$ cat src/rtl/claw_cfg.svh
`ifndef CLAW_CFG_SVH
`define CLAW_CFG_SVH

// clock cycles per frame tick
`define CLAW_TICK_CYCLES 16

// rope length limits and step, in pixels
`define CLAW_ROPE_MIN 20
`define CLAW_ROPE_MAX 200
`define CLAW_STEP 12

// rope pivot and playfield size
`define CLAW_ORIGIN_X 160
`define CLAW_ORIGIN_Y 45
`define CLAW_SCREEN_W 320
`define CLAW_SCREEN_H 240

`define CLAW_ITEMS 16

// points per item kind
`define CLAW_SCORE_STONE 10
`define CLAW_SCORE_GOLD 20
`define CLAW_SCORE_DIAMOND 50

`endif

$ cat src/rtl/claw_geom_pkg.sv
package claw_geom_pkg;

    // screen position in pixels
    typedef logic [9:0] coord_t;

    // whole degrees, 90 points straight down
    typedef logic [7:0] angle_t;

    typedef logic [8:0] rope_len_t;

    typedef enum logic [2:0] {
        stop,
        swing_ccw,
        swing_cw,
        extend,
        wait_scan,
        retract
    } rope_state_t;

endpackage

$ cat src/rtl/claw_item_pkg.sv
package claw_item_pkg;

    // x [8:0], y [16:9], kind [18:17], visible [19], carried [20]
    typedef logic [31:0] item_word_t;
    typedef logic [3:0]  item_index_t;
    typedef logic [15:0] score_t;

    typedef enum logic [1:0] {
        stone   = 2'd0,
        gold    = 2'd1,
        diamond = 2'd2
    } item_kind_e;

    localparam int unsigned ITEM_VISIBLE = 19;
    localparam int unsigned ITEM_CARRIED = 20;

    function automatic logic [8:0] item_x(input item_word_t w);
        return w[8:0];
    endfunction

    function automatic logic [7:0] item_y(input item_word_t w);
        return w[16:9];
    endfunction

    function automatic item_kind_e item_kind(input item_word_t w);
        return item_kind_e'(w[18:17]);
    endfunction

endpackage

$ cat src/rtl/trig_table.sv
`timescale 1ns/1ps

module trig_table (
    input  claw_geom_pkg::angle_t angle,
    output logic [8:0]            sin_q,
    output logic [8:0]            cos_q,
    output logic                  cos_neg
);

    logic [7:0] sin_arg;
    logic [7:0] cos_arg;

    // sine every 8 degrees, 8 fraction bits
    // knots past 88 held at 1.0
    function automatic logic [8:0] knot(input logic [3:0] k);
        case (k)
            4'd0:    return 9'd0;
            4'd1:    return 9'd36;
            4'd2:    return 9'd71;
            4'd3:    return 9'd104;
            4'd4:    return 9'd136;
            4'd5:    return 9'd165;
            4'd6:    return 9'd190;
            4'd7:    return 9'd212;
            4'd8:    return 9'd230;
            4'd9:    return 9'd243;
            4'd10:   return 9'd252;
            default: return 9'd256;
        endcase
    endfunction

    // first quadrant, linear between knots
    function automatic logic [8:0] quarter_sin(input logic [6:0] deg);
        logic [8:0]  lo;
        logic [8:0]  hi;
        logic [11:0] span;
        lo   = knot(deg[6:3]);
        hi   = knot(deg[6:3] + 4'd1);
        span = (hi - lo) * deg[2:0];
        return lo + 9'(span >> 3);
    endfunction

    always_comb begin
        cos_neg = angle > 8'd90;
        sin_arg = cos_neg ? 8'd180 - angle : angle;
        // |cos| is the sine of the distance from vertical
        cos_arg = cos_neg ? angle - 8'd90 : 8'd90 - angle;
        sin_q   = quarter_sin(sin_arg[6:0]);
        cos_q   = quarter_sin(cos_arg[6:0]);
    end

endmodule

$ cat src/rtl/rope_fsm.sv
`timescale 1ns/1ps
`include "claw_cfg.svh"

module rope_fsm (
    input  logic                     clock,
    input  logic                     resetn,
    input  logic                     go,
    input  logic                     scan_done,
    input  logic                     hit,
    input  logic                     release_done,
    output claw_geom_pkg::angle_t    angle,
    output claw_geom_pkg::rope_len_t rope_len,
    output logic                     step_valid,
    output logic                     release_req,
    output logic                     holding
);

    import claw_geom_pkg::*;

    localparam int TICK_W = $clog2(`CLAW_TICK_CYCLES);

    rope_state_t       state;
    logic [TICK_W-1:0] tick_cnt;
    logic              tick;
    logic              dir_cw;
    logic              carrying;
    logic              slow_phase;
    logic              rel_wait;

    assign tick    = (tick_cnt == TICK_W'(`CLAW_TICK_CYCLES - 1));
    assign holding = carrying;

    // frame counter stands still while a scan or a release is pending
    always_ff @(posedge clock) begin
        if (!resetn) begin
            tick_cnt <= '0;
        end else if (state != wait_scan && !rel_wait) begin
            tick_cnt <= tick ? '0 : tick_cnt + 1'b1;
        end
    end

    always_ff @(posedge clock) begin
        if (!resetn) begin
            state       <= stop;
            angle       <= 8'd90;
            rope_len    <= rope_len_t'(`CLAW_ROPE_MIN);
            dir_cw      <= 1'b0;
            carrying    <= 1'b0;
            slow_phase  <= 1'b0;
            rel_wait    <= 1'b0;
            step_valid  <= 1'b0;
            release_req <= 1'b0;
        end else begin
            step_valid  <= 1'b0;
            release_req <= 1'b0;
            case (state)
                stop: begin
                    if (tick) begin
                        state <= swing_ccw;
                    end
                end
                swing_ccw: begin
                    if (tick && go) begin
                        dir_cw <= 1'b0;
                        state  <= extend;
                    end else if (tick) begin
                        angle <= angle - 8'd1;
                        if (angle <= 8'd16) begin
                            state <= swing_cw;
                        end
                    end
                end
                swing_cw: begin
                    if (tick && go) begin
                        dir_cw <= 1'b1;
                        state  <= extend;
                    end else if (tick) begin
                        angle <= angle + 8'd1;
                        if (angle >= 8'd164) begin
                            state <= swing_ccw;
                        end
                    end
                end
                extend: begin
                    if (tick) begin
                        rope_len   <= rope_len + rope_len_t'(`CLAW_STEP);
                        step_valid <= 1'b1;
                        state      <= wait_scan;
                    end
                end
                // release_done next to scan_done means the tip left the screen
                wait_scan: begin
                    if (scan_done) begin
                        if (hit || release_done ||
                                rope_len > rope_len_t'(`CLAW_ROPE_MAX - `CLAW_STEP)) begin
                            carrying   <= hit;
                            slow_phase <= 1'b0;
                            state      <= retract;
                        end else begin
                            state <= extend;
                        end
                    end
                end
                retract: begin
                    if (rel_wait) begin
                        if (release_done) begin
                            rel_wait <= 1'b0;
                            carrying <= 1'b0;
                            state    <= dir_cw ? swing_cw : swing_ccw;
                        end
                    end else if (tick) begin
                        slow_phase <= ~slow_phase;
                        // a loaded rope only moves on every second tick
                        if (!carrying || slow_phase) begin
                            if (rope_len <= rope_len_t'(`CLAW_ROPE_MIN + `CLAW_STEP)) begin
                                rope_len <= rope_len_t'(`CLAW_ROPE_MIN);
                                if (carrying) begin
                                    release_req <= 1'b1;
                                    rel_wait    <= 1'b1;
                                end else begin
                                    state <= dir_cw ? swing_cw : swing_ccw;
                                end
                            end else begin
                                rope_len <= rope_len - rope_len_t'(`CLAW_STEP);
                            end
                        end
                    end
                end
                default: state <= stop;
            endcase
        end
    end

    a_angle_range: assert property (@(posedge clock) disable iff (!resetn)
        angle >= 8'd15 && angle <= 8'd165);

    a_len_range: assert property (@(posedge clock) disable iff (!resetn)
        rope_len >= rope_len_t'(`CLAW_ROPE_MIN) && rope_len <= rope_len_t'(`CLAW_ROPE_MAX));

endmodule

$ cat src/rtl/tip_position.sv
`timescale 1ns/1ps
`include "claw_cfg.svh"

module tip_position (
    input  logic                     clock,
    input  logic                     resetn,
    input  claw_geom_pkg::rope_len_t rope_len,
    input  claw_geom_pkg::angle_t    angle,
    input  logic                     step_valid,
    output claw_geom_pkg::coord_t    tip_x,
    output claw_geom_pkg::coord_t    tip_y,
    output logic                     tip_valid,
    output logic                     off_screen
);

    localparam logic signed [12:0] ORG_X = 13'(`CLAW_ORIGIN_X);
    localparam logic signed [12:0] ORG_Y = 13'(`CLAW_ORIGIN_Y);
    localparam logic signed [12:0] EDGE_X = 13'(`CLAW_SCREEN_W - 2);
    localparam logic signed [12:0] EDGE_Y = 13'(`CLAW_SCREEN_H - 2);

    logic [8:0]         sin_q;
    logic [8:0]         cos_q;
    logic               cos_neg;
    logic [17:0]        dx_full;
    logic [17:0]        dy_full;
    logic signed [12:0] dx;
    logic signed [12:0] dy;
    logic signed [12:0] x_calc;
    logic signed [12:0] y_calc;

    trig_table u_trig_table (
        .angle   (angle),
        .sin_q   (sin_q),
        .cos_q   (cos_q),
        .cos_neg (cos_neg)
    );

    // length times 8-bit fraction, scaled back to pixels
    assign dx_full = rope_len * cos_q;
    assign dy_full = rope_len * sin_q;
    assign dx      = $signed({3'b000, dx_full[17:8]});
    assign dy      = $signed({3'b000, dy_full[17:8]});
    assign x_calc  = cos_neg ? ORG_X - dx : ORG_X + dx;
    assign y_calc  = ORG_Y + dy;

    always_ff @(posedge clock) begin
        if (!resetn) begin
            tip_valid <= 1'b0;
        end else begin
            tip_valid <= step_valid;
        end
    end

    always_ff @(posedge clock) begin
        if (step_valid) begin
            tip_x      <= x_calc[9:0];
            tip_y      <= y_calc[9:0];
            off_screen <= x_calc < 13'sd2 || x_calc >= EDGE_X || y_calc >= EDGE_Y;
        end
    end

endmodule

$ cat src/rtl/item_scanner.sv
`timescale 1ns/1ps
`include "claw_cfg.svh"

module item_scanner (
    input  logic                       clock,
    input  logic                       resetn,
    input  claw_geom_pkg::coord_t      tip_x,
    input  claw_geom_pkg::coord_t      tip_y,
    input  logic                       tip_valid,
    input  logic                       off_screen,
    input  logic                       release_req,
    output logic                       scan_done,
    output logic                       hit,
    output logic                       release_done,
    output claw_item_pkg::item_index_t scan_addr,
    input  claw_item_pkg::item_word_t  scan_rdata,
    output logic                       scan_we,
    output claw_item_pkg::item_word_t  scan_wdata,
    output logic                       scan_busy,
    input  claw_item_pkg::score_t      score,
    output logic                       score_we,
    output claw_item_pkg::score_t      score_next
);

    import claw_item_pkg::*;

    typedef enum logic [2:0] {
        sc_idle,
        sc_read,
        sc_check,
        sc_rel_read,
        sc_rel_write
    } scan_state_t;

    scan_state_t state;
    item_index_t carry_idx;
    logic [10:0] box_x;
    logic [10:0] box_y;
    logic        grab;
    item_word_t  carried_word;
    item_word_t  cleared_word;
    score_t      kind_value;

    // hit box runs 16 pixels right of and below the item corner
    assign box_x = {2'b00, item_x(scan_rdata)};
    assign box_y = {3'b000, item_y(scan_rdata)};
    assign grab  = scan_rdata[ITEM_VISIBLE] && !scan_rdata[ITEM_CARRIED] &&
                   tip_x > box_x && tip_x <= box_x + 11'd16 &&
                   tip_y > box_y && tip_y <= box_y + 11'd16;

    assign scan_busy = (state != sc_idle) || scan_we;

    always_comb begin
        carried_word               = scan_rdata;
        carried_word[ITEM_CARRIED] = 1'b1;
        cleared_word               = scan_rdata;
        cleared_word[ITEM_VISIBLE] = 1'b0;
        cleared_word[ITEM_CARRIED] = 1'b0;
        case (item_kind(scan_rdata))
            stone:   kind_value = score_t'(`CLAW_SCORE_STONE);
            gold:    kind_value = score_t'(`CLAW_SCORE_GOLD);
            diamond: kind_value = score_t'(`CLAW_SCORE_DIAMOND);
            default: kind_value = '0;
        endcase
    end

    always_ff @(posedge clock) begin
        if (!resetn) begin
            state        <= sc_idle;
            scan_addr    <= '0;
            carry_idx    <= '0;
            scan_done    <= 1'b0;
            hit          <= 1'b0;
            release_done <= 1'b0;
            scan_we      <= 1'b0;
            score_we     <= 1'b0;
        end else begin
            scan_done    <= 1'b0;
            hit          <= 1'b0;
            release_done <= 1'b0;
            scan_we      <= 1'b0;
            score_we     <= 1'b0;
            case (state)
                sc_idle: begin
                    if (release_req) begin
                        scan_addr <= carry_idx;
                        state     <= sc_rel_read;
                    end else if (tip_valid && off_screen) begin
                        // nothing to test, send the rope back empty
                        scan_done    <= 1'b1;
                        release_done <= 1'b1;
                    end else if (tip_valid) begin
                        scan_addr <= '0;
                        state     <= sc_read;
                    end
                end
                sc_read: begin
                    state <= sc_check;
                end
                sc_check: begin
                    if (grab) begin
                        scan_we    <= 1'b1;
                        scan_wdata <= carried_word;
                        carry_idx  <= scan_addr;
                        scan_done  <= 1'b1;
                        hit        <= 1'b1;
                        state      <= sc_idle;
                    end else if (scan_addr == item_index_t'(`CLAW_ITEMS - 1)) begin
                        scan_done <= 1'b1;
                        state     <= sc_idle;
                    end else begin
                        scan_addr <= scan_addr + 1'b1;
                        state     <= sc_read;
                    end
                end
                sc_rel_read: begin
                    state <= sc_rel_write;
                end
                // drop the item and bank its value
                sc_rel_write: begin
                    scan_we      <= 1'b1;
                    scan_wdata   <= cleared_word;
                    score_we     <= 1'b1;
                    score_next   <= score + kind_value;
                    release_done <= 1'b1;
                    state        <= sc_idle;
                end
                default: state <= sc_idle;
            endcase
        end
    end

    // longest scan is 33 cycles, so a long quiet stretch means no table writes
    a_we_source: assert property (@(posedge clock) disable iff (!resetn)
        (!tip_valid && !release_req) [*40] |-> !scan_we);

endmodule

$ cat src/rtl/item_table_apb.sv
`timescale 1ns/1ps
`include "claw_cfg.svh"

module item_table_apb (
    input  logic                       clock,
    input  logic                       resetn,
    input  logic                       psel,
    input  logic                       penable,
    input  logic                       pwrite,
    input  logic [4:0]                 paddr,
    input  logic [31:0]                pwdata,
    output logic [31:0]                prdata,
    output logic                       pready,
    input  claw_item_pkg::item_index_t scan_addr,
    input  logic                       scan_we,
    input  claw_item_pkg::item_word_t  scan_wdata,
    input  logic                       scan_busy,
    output claw_item_pkg::item_word_t  scan_rdata,
    output claw_item_pkg::score_t      score,
    input  logic                       score_we,
    input  claw_item_pkg::score_t      score_next
);

    import claw_item_pkg::*;

    item_word_t mem [`CLAW_ITEMS];
    logic       access;
    logic       wr_done;

    assign access  = psel && penable;
    assign wr_done = access && pready && pwrite;

    // one wait cycle, writes also sit out a busy scanner
    always_ff @(posedge clock) begin
        if (!resetn) begin
            pready <= 1'b0;
        end else begin
            pready <= access && !pready && (!pwrite || !scan_busy);
        end
    end

    always_ff @(posedge clock) begin
        if (!resetn) begin
            for (int i = 0; i < `CLAW_ITEMS; i++) begin
                mem[i] <= '0;
            end
        end else if (scan_we) begin
            mem[scan_addr] <= scan_wdata;
        end else if (wr_done && !paddr[4]) begin
            mem[paddr[3:0]] <= pwdata;
        end
    end

    // score at word 16, bit 0 of a write clears it
    always_ff @(posedge clock) begin
        if (!resetn) begin
            score <= '0;
        end else if (score_we) begin
            score <= score_next;
        end else if (wr_done && paddr[4] && pwdata[0]) begin
            score <= '0;
        end
    end

    always_ff @(posedge clock) begin
        scan_rdata <= mem[scan_addr];
        prdata     <= paddr[4] ? {16'h0000, score} : mem[paddr[3:0]];
    end

    a_ready_in_access: assert property (@(posedge clock) disable iff (!resetn)
        $rose(pready) |-> access);

endmodule

$ cat src/rtl/claw_top.sv
`timescale 1ns/1ps

module claw_top (
    input  logic                     clock,
    input  logic                     resetn,
    input  logic                     psel,
    input  logic                     penable,
    input  logic                     pwrite,
    input  logic [4:0]               paddr,
    input  logic [31:0]              pwdata,
    output logic [31:0]              prdata,
    output logic                     pready,
    input  logic                     go,
    output claw_geom_pkg::angle_t    angle,
    output claw_geom_pkg::rope_len_t rope_len,
    output claw_geom_pkg::coord_t    tip_x,
    output claw_geom_pkg::coord_t    tip_y,
    output logic                     tip_valid,
    output logic                     holding
);

    import claw_item_pkg::*;

    logic        step_valid;
    logic        off_screen;
    logic        scan_done;
    logic        hit;
    logic        release_req;
    logic        release_done;
    item_index_t scan_addr;
    item_word_t  scan_rdata;
    logic        scan_we;
    item_word_t  scan_wdata;
    logic        scan_busy;
    score_t      score;
    logic        score_we;
    score_t      score_next;

    rope_fsm u_rope_fsm (
        .clock, .resetn, .go,
        .scan_done, .hit, .release_done,
        .angle, .rope_len, .step_valid, .release_req, .holding
    );

    tip_position u_tip_position (
        .clock, .resetn,
        .rope_len, .angle, .step_valid,
        .tip_x, .tip_y, .tip_valid, .off_screen
    );

    item_scanner u_item_scanner (
        .clock, .resetn,
        .tip_x, .tip_y, .tip_valid, .off_screen, .release_req,
        .scan_done, .hit, .release_done,
        .scan_addr, .scan_rdata, .scan_we, .scan_wdata, .scan_busy,
        .score, .score_we, .score_next
    );

    item_table_apb u_item_table_apb (
        .clock, .resetn,
        .psel, .penable, .pwrite, .paddr, .pwdata, .prdata, .pready,
        .scan_addr, .scan_we, .scan_wdata, .scan_busy, .scan_rdata,
        .score, .score_we, .score_next
    );

endmodule

$ cat config.mk
export PLATFORM = sky130hd
export DESIGN_NAME = claw_top
export DESIGN_NICKNAME = d
export VERILOG_FILES = /design/src/rtl/claw_geom_pkg.sv /design/src/rtl/claw_item_pkg.sv /design/src/rtl/trig_table.sv /design/src/rtl/rope_fsm.sv /design/src/rtl/tip_position.sv /design/src/rtl/item_scanner.sv /design/src/rtl/item_table_apb.sv /design/src/rtl/claw_top.sv
export VERILOG_INCLUDE_DIRS = /design/src /design/src/rtl
export SDC_FILE = /design/constraint.sdc
export NUM_CORES = 2
export LEC_CHECK = 0
export BUFFER_PORTS_ARGS = -buffer_cell sky130_fd_sc_hd__buf_2
export CAP_MARGIN = 20
export CORE_MARGIN = 10
export CORE_UTILIZATION = 25
export CTS_BUF_LIST = sky130_fd_sc_hd__clkbuf_8
export DETAILED_ROUTE_END_ITERATION = 6
export PLACE_DENSITY = 0.48
export SLEW_MARGIN = 25
export SYNTH_ARGS = -nofsm -noshare
export SYNTH_HDL_FRONTEND = slang
export SYNTH_SLANG_ARGS = --single-unit
$ cat constraint.sdc
create_clock -name clock -period 12.2 [get_ports clock]
set_input_delay 1.22 -clock clock [delete_from_list [all_inputs] [get_ports clock]]
set_output_delay 1.22 -clock clock [all_outputs]
set_load 0.02 [all_outputs]
; ---- Yosys cells after proc, flatten, opt, wreduce, memory -nomap -nowiden
; Memory sizes are Yosys's and may differ from the RTL's. A register that Yosys moved wholly into a read port is not among the register bits.
; Cells that the tools add are included.
[word_totals]
in_bits = 43
register_bits = 165
word_cells = 266
n_memories = 5
ramBits = 512
rom_bits = 576
output_inout_bits = 72
[op_classes]
n_eq_ne = 43
n_reduce_logical = 56
n_bitwise = 3
mul = 4
n_addsub = 21
order_cmp = 12
n_mux = 94
[memory_table]
columns = name, words, width, read_ports, rd_ports_with_merged_regs, write_ports, line
row1 = u_item_table_apb.mem, 16, 32, 2, 1, 16, item_table_apb.sv:26  ; item_word_t mem [`CLAW_ITEMS];
row2 = (name not given), 16, 9, 1, 0, 0, trig_table.sv:16  ; case (k)
row3 = (name not given), 16, 9, 1, 0, 0, trig_table.sv:16
row4 = (name not given), 16, 9, 1, 0, 0, trig_table.sv:16
row5 = (name not given), 16, 9, 1, 0, 0, trig_table.sv:16
[op_table]
columns = cell, n
row1 = $mux W32, 3
row2 = $pmux W32 S2, 1
row3 = $reduce_or A32 Y1, 2
row4 = $mux W3, 20
row5 = $mux W16, 3
row6 = $mux W9, 5
row7 = $mul A9 B9 Y18, 2
row8 = $mux W1, 34
row9 = $mux W4, 8
row10 = $mux W8, 4
row11 = $ne A2 B1 Y1 const B, 13
row12 = $reduce_and A5 Y1, 5
row13 = $mul A12 B3 Y12, 2
row14 = $le A10 B11 Y1, 2
row15 = $ne A3 B1 Y1 const B, 7
row16 = $sub A9 B9 Y10, 2
row17 = $add A9 B9 Y9, 2
row18 = $pmux W3 S6, 1
row19 = $pmux W6 S3, 1
row20 = $pmux W9 S2, 1
row21 = $add A16 B6 Y16, 1
row22 = $add A4 B1 Y4 const B, 4
row23 = $logic_and A1 B1 Y1, 16
row24 = $pmux W8 S2, 1
row25 = other kinds (48), 93

; ---- Longest topological paths before layout
; An unclocked memory read counts as a cell.
[depth]
word_depth = 13
ltp_mapped = 63
depth_no_buf = 61

; ---- Cells and area by module
; From an unflattened synthesis, not the netlist that was laid out.
[hier_totals]
hier_cells = 3846
area_unflattened_um2 = 45308.5
[by_module_without_submodules]
columns = module, seq_area_each_um2, cells_each, n_inst, area_per_inst_um2
row1 = item_table_apb, 16996.3, 1874, 1, 28816.4
row2 = tip_position, 650.6, 741, 1, 6428.7
row3 = trig_table, 0.0, 670, 1, 4680.7
row4 = item_scanner, 1761.7, 305, 1, 3427.0
row5 = rope_fsm, 560.5, 256, 1, 1955.6

; ---- Least setup slack after synthesis
; No wires, ideal clock.
[synth_timing]
kind = register -> register
startpoint = register u_rope_fsm.angle[0]
endpoint = register u_tip_position.off_screen (data pin)
stages_incl_launch_ff = 61
setup_time_ps = 265
arrival_ps = 13287
required_ps = 11935
slack_ps = -1352
path_buffers = 3
period_less_slack_ps = 13552
path_cell_list = dfxtp_1 -> clkinv_1 -> ha_1 -> nand2b_1 -> a21oi_2 -> o21ai_4 -> nand2_1 -> buf_2 -> mux2_2 -> xnor2_1 -> buf_2 -> clkinv_1 -> ha_1 -> clkbuf_1 -> o21ai_0 -> o311ai_0 -> ha_1 -> inv_1 -> (+25 left out) -> fa_1 -> inv_1 -> fa_1 -> inv_1 -> fa_1 -> inv_1 -> ha_1 -> or3_1 -> o21a_1 -> and3_4 -> o311a_4 -> ha_1 -> and3b_1 -> o32ai_2 -> xor2_1 -> nand3b_1 -> a2111o_1 -> or3_1
[synth_via]
elab_chain_cells = 13
elab_cells_between_ends = 29
cone_classes = add/sub: 12 / mul: 4 / order compare: 4 / mux: 3 / reduce/logical: 2 / memory: 4
[synth_rtl]
columns = element, line
row1 = start: declaration, rope_fsm.sv:11  ; output claw_geom_pkg::angle_t angle,
row2 = start signal: assignment, rope_fsm.sv:67  ; angle <= angle - 8'd1;
row3 = start signal: assignment, rope_fsm.sv:78  ; angle <= angle + 8'd1;
row4 = $sub A7 B7 Y7 or $gt A8 B7 Y1 (tied branches), "trig_table.sv:47, trig_table.sv:44"
row5 = $mux W7, trig_table.sv:47  ; cos_arg = cos_neg ? angle - 8'd90 : 8'd90 - angle;
row6 = $add A4 B1 Y4, trig_table.sv:38  ; hi = knot(deg[6:3] + 4'd1);
row7 = $mem_v2 Z16 W9, --
row8 = $sub A9 B9 Y10, trig_table.sv:39  ; span = (hi - lo) * deg[2:0];
row9 = $mul A12 B3 Y12, trig_table.sv:39
row10 = $add A9 B9 Y9, trig_table.sv:40  ; return lo + 9'(span >> 3);
row11 = $mul A9 B9 Y18, tip_position.sv:39  ; assign dx_full = rope_len * cos_q;
row12 = $add A8 B10 Y11 or $sub A8 B10 Y11 (tied branches), tip_position.sv:43  ; assign x_calc = cos_neg ? ORG_X - dx : ORG_X + dx;
row13 = $mux W13 *, tip_position.sv:43
row14 = via u_tip_position.x_calc[7], tip_position.sv:28  ; logic signed [12:0] x_calc;
row15 = $lt A13 B3 Y1 or $ge A13 B10 Y1 (tied branches), tip_position.sv:58  ; off_screen <= x_calc < 13'sd2 || x_calc >= EDGE_X || y_calc >= EDGE_Y;
row16 = $logic_or A1 B1 Y1 * (2 in series), tip_position.sv:58
row17 = end signal: assignment, tip_position.sv:58
row18 = end: declaration, tip_position.sv:13  ; output logic off_screen
; The timed path passes the listed nets; every way through them passes the cells marked *.
; A chain may end at the register's enable or synchronous reset.

; ---- Worst setup path after layout
; Same ends and word-level chain as after synthesis.

==> results.md <==
* GP Congestion at 0.814
* Die height at 437 um
* DP Wirelength at 87900 um
* #FFs+latches synth at 707
* Post-DR vias/cell at 4.79
* Critical path's slowest cell: fa_1
* Max Cap Violations at 0
* Fmax at 83.2 MHz
* Top cell type's share of synthesized area at 0.402
* PwrDens at 107 nW/um2
* Dominant synthesized flop cell: edfxtp_1
* Dominant cells by area after synthesis: edfxtp_1 40%, mux4_2 17%, dfxtp_1 5.8%
* CTS Hold Bufs at 0
* Initial antenna violation count at 4
* CTS root buffer: clkbuf_8
* Reg clk slew, reported paths at 0.06 ns
* Worst skew pair latency at 0.87 ns
* Minimum clock period at 12.02 ns
* GRT Residual Overflow at 0
* IO Port Bufs at 112
* Remaining DRCs at 0
* Initial Utilization at 0.252
* I/O pins at 115
* Status: finished clean
* Total power draw at 5500 uW
* Nets@finish at 4249
* Setup violators final at 0
* Detailed Route Iter0 Violations at 2797
* CTS buffer count at 133
* Final number of max-transition violations at 0
* Max H-tree Level at 4
* First-pass GRT wire length at 212000 um
* Switching power at 1400 uW
* Setup CP Type: flip-flop to flip-flop
* Ys async rst share at 0
* Setup_tns at 0 ns
* Crit path capture type: flip-flop
* Fraction of power consumed by combinational cells at 0.068
* Clock buffer depth at 3
* Largest net degree at the start of global routing at 89
* RSZ-0062 raised after global routing: true
* Slew HR at 0.330
* P_leak at 0.0201 uW
* ANT nets after route at 0
* Clock Sinks at 707
* Worst Path Arrival at 12.61 ns
* Register area share after synthesis at 0.460
* Number of global-route vias before repair at 30900
* Worst Skew at 0.0414 ns
* Vias post-DR at 30300
* Placed Area at 48300 um2
* Distinct cell type count after synthesis at 98
* First drt pass iteration count at 5
* Gr usage total at 0.149
* Main combinational cell family by area after synthesis: multiplexers
* Mapped Area at 43400 um2
* EDFF count, synth at 581
* Flop2flop setup slack at 0.18 ns
* Simple-gate share of the synthesized area at 0.118
* Switching share of power at 0.254
* Synth Area in Compound Gates at 0.0614
* CP dominant cell by count: ha_4
* Leading cell type in the layout, fill and taps excluded: nor2_1
* Mean Syn Cell Area at 12.1 um2
* Multiplexer share of the synthesized area at 0.180
* Max incr delay on CP at 0.57 ns
* Wire length per cell after detailed routing at 23.1 um
* Clock network fraction of design power at 0.438
* Worst-margin pin slew at 1.01 ns
* Proportion of layout cells with a drive suffix above 1 at 0.265
* Final period util at 0.985
* Crit Path Max Fanout at 4
* Synth Instances at 3590
* CTS tree: built
* Total routed wirelength at 146000 um
* Row count at 152
* Crit path required time at 12.79 ns
* Yosys top cell by area: edfxtp_1
* Worst setup SP type: flip-flop
* Final Hold Vio Count at 0
* Synth Area in XOR/XNOR at 0.0252
* Post-synthesis adder-cell area fraction at 0.110
* Register share of total power at 0.494
* Class of the worst hold path: flip-flop to flip-flop
* Final Instance Area at 51500 um2
* Die width at 437 um
* Commonest non-fill, non-tap cells in the layout: 633 x nor2_1, 581 x edfxtp_1, 320 x mux4_2
* P&R area growth vs syn at 18.7%
* Ys Warns at 0
* Die footprint at 191000 um2
* Worst IR Drop VDD at 0.104 mV
* Core ar. at 172000 um2
* Pint at 4110 uW
[worst max-delay path: cells and delay by family, from the launching register on]
kind / cells / cell delay, ns
and+or+nand+nor: 15 / 2.23
DFF: 1 / 0.36
AOI/OAI and AO/OA: 14 / 2.62
muxes: 1 / 0.25
xor gates and xnor gates: 7 / 1.10
buffers and inverters: 10 / 0.62
adders and majority gates: 14 / 4.61
[state kept, by name (all words and copies together), names as in the netlist, 4 cells and up]
signal,cells
u_item_table_apb.mem,512
u_item_scanner.scan_wdata,32
u_item_table_apb.prdata,32
u_item_table_apb.scan_rdata,32
u_item_scanner.score_next,16
u_item_table_apb.score,16
u_tip_position.tip_x,10
u_tip_position.tip_y,10
u_rope_fsm.angle,8
u_rope_fsm.rope_len,7
u_item_scanner.carry_idx,4
u_item_scanner.scan_addr,4
u_rope_fsm.tick_cnt,4
[cells by family (layout without fill, tap and decap cells)]
kind of cell / Yosys count / count (layout)
other: 2 / 23
AND/OR/NAND/NOR: 1168 / 1168
multiplexers: 379 / 379
flip-flops: 707 / 707
XOR/XNOR: 120 / 120
buffers and inverters: 511 / 903
AO/OA/AOI/OAI: 389 / 389
adder cells (fa/ha/maj): 314 / 314
[per-stage QoR]
| stage | setup WS, ns | instances | hold WS (ns) | util |
|---|---|---|---|---|
| final | 0.181 | 6313 | 0.404 | 0.299 |
| after floorplan | 0.0110 | 3609 | 0.386 | - |
| after global placement | -0.0216 | 6051 | 0.388 | 0.280 |
| after detailed placement | -0.132 | 6051 | 0.390 | 0.280 |
| after CTS | 0.00372 | 6299 | 0.404 | 0.297 |
| after global routing | -0.328 | 6313 | 0.407 | 0.299 |
[layout make-up]
class / instances / area [um2]
multi-input cells: 2391 / 22200
clock buffers: 140 / 1930
diodes: 2 / 5.00
flip-flops and latches: 707 / 20000
inverters: 285 / 1090
repair buffers: 375 / 2590
fillers: 17600 / 121000
clock inverters: 103 / 788
well taps: 2310 / 2890
[routing by layer]
metal	wire [um]	GRT usage
met1	59100	0.187
met3	8390	0.0227
met2	73200	0.260
met4	4890	0.0509
met5	0	0
[repair_timing]
item                                    4_1_cts  5_1_grt
pin swaps                                    10       61
cloned                                        0        0
endpoints found under the setup margin        1       10
resized for setup                             8       83
setup buffers                                 5       12
[Yosys cell counts, types with 14 or more instances]
cell and instances:
mux2_2 18, xor2_1 31, clkbuf_1 183, and3_1 14, and2_1 79, nand3_1 46
nor2_1 634, xnor2_1 85, ha_1 201, nand2_1 227, dfxtp_1 126, nor2b_1 40
buf_1 35, inv_1 278, o21a_1 22, fa_1 112, mux4_2 320, a21o_1 25
a22oi_1 23, mux2i_1 41, nor3_1 35, o21bai_1 17, o21ai_0 73, a21oi_1 99
nand2b_1 28, edfxtp_1 581
[power groups by stage]
| stage | Clock (uW) | Combinational (uW) | Sequential [uW] |
|---|---|---|---|
| after floorplan | 0 | 226 | 2760 |
| after global placement | 0 | 380 | 2760 |
| after detailed placement | 0 | 380 | 2770 |
| after CTS | 2460 | 382 | 2720 |
| after global routing | 2570 | 399 | 2720 |
| final | 2410 | 375 | 2720 |
[final timing paths]
| check | to | cells past startpoint | startpoint |
|---|---|---|---|
| setup reg to reg | u_tip_position.off_screen$_DFFE_PP_ | 61 | u_rope_fsm.angle[0]$_SDFFE_PN0P_ |
| hold / removal | u_item_scanner.scan_wdata[28]$_DFFE_PP_ | 0 | u_item_table_apb.scan_rdata[28]$_DFF_P_ |
| hold reg to reg | u_item_scanner.scan_wdata[28]$_DFFE_PP_ | 0 | u_item_table_apb.scan_rdata[28]$_DFF_P_ |
| setup / recovery | u_tip_position.off_screen$_DFFE_PP_ | 61 | u_rope_fsm.angle[0]$_SDFFE_PN0P_ |
(Power assumes the default switching activity.)
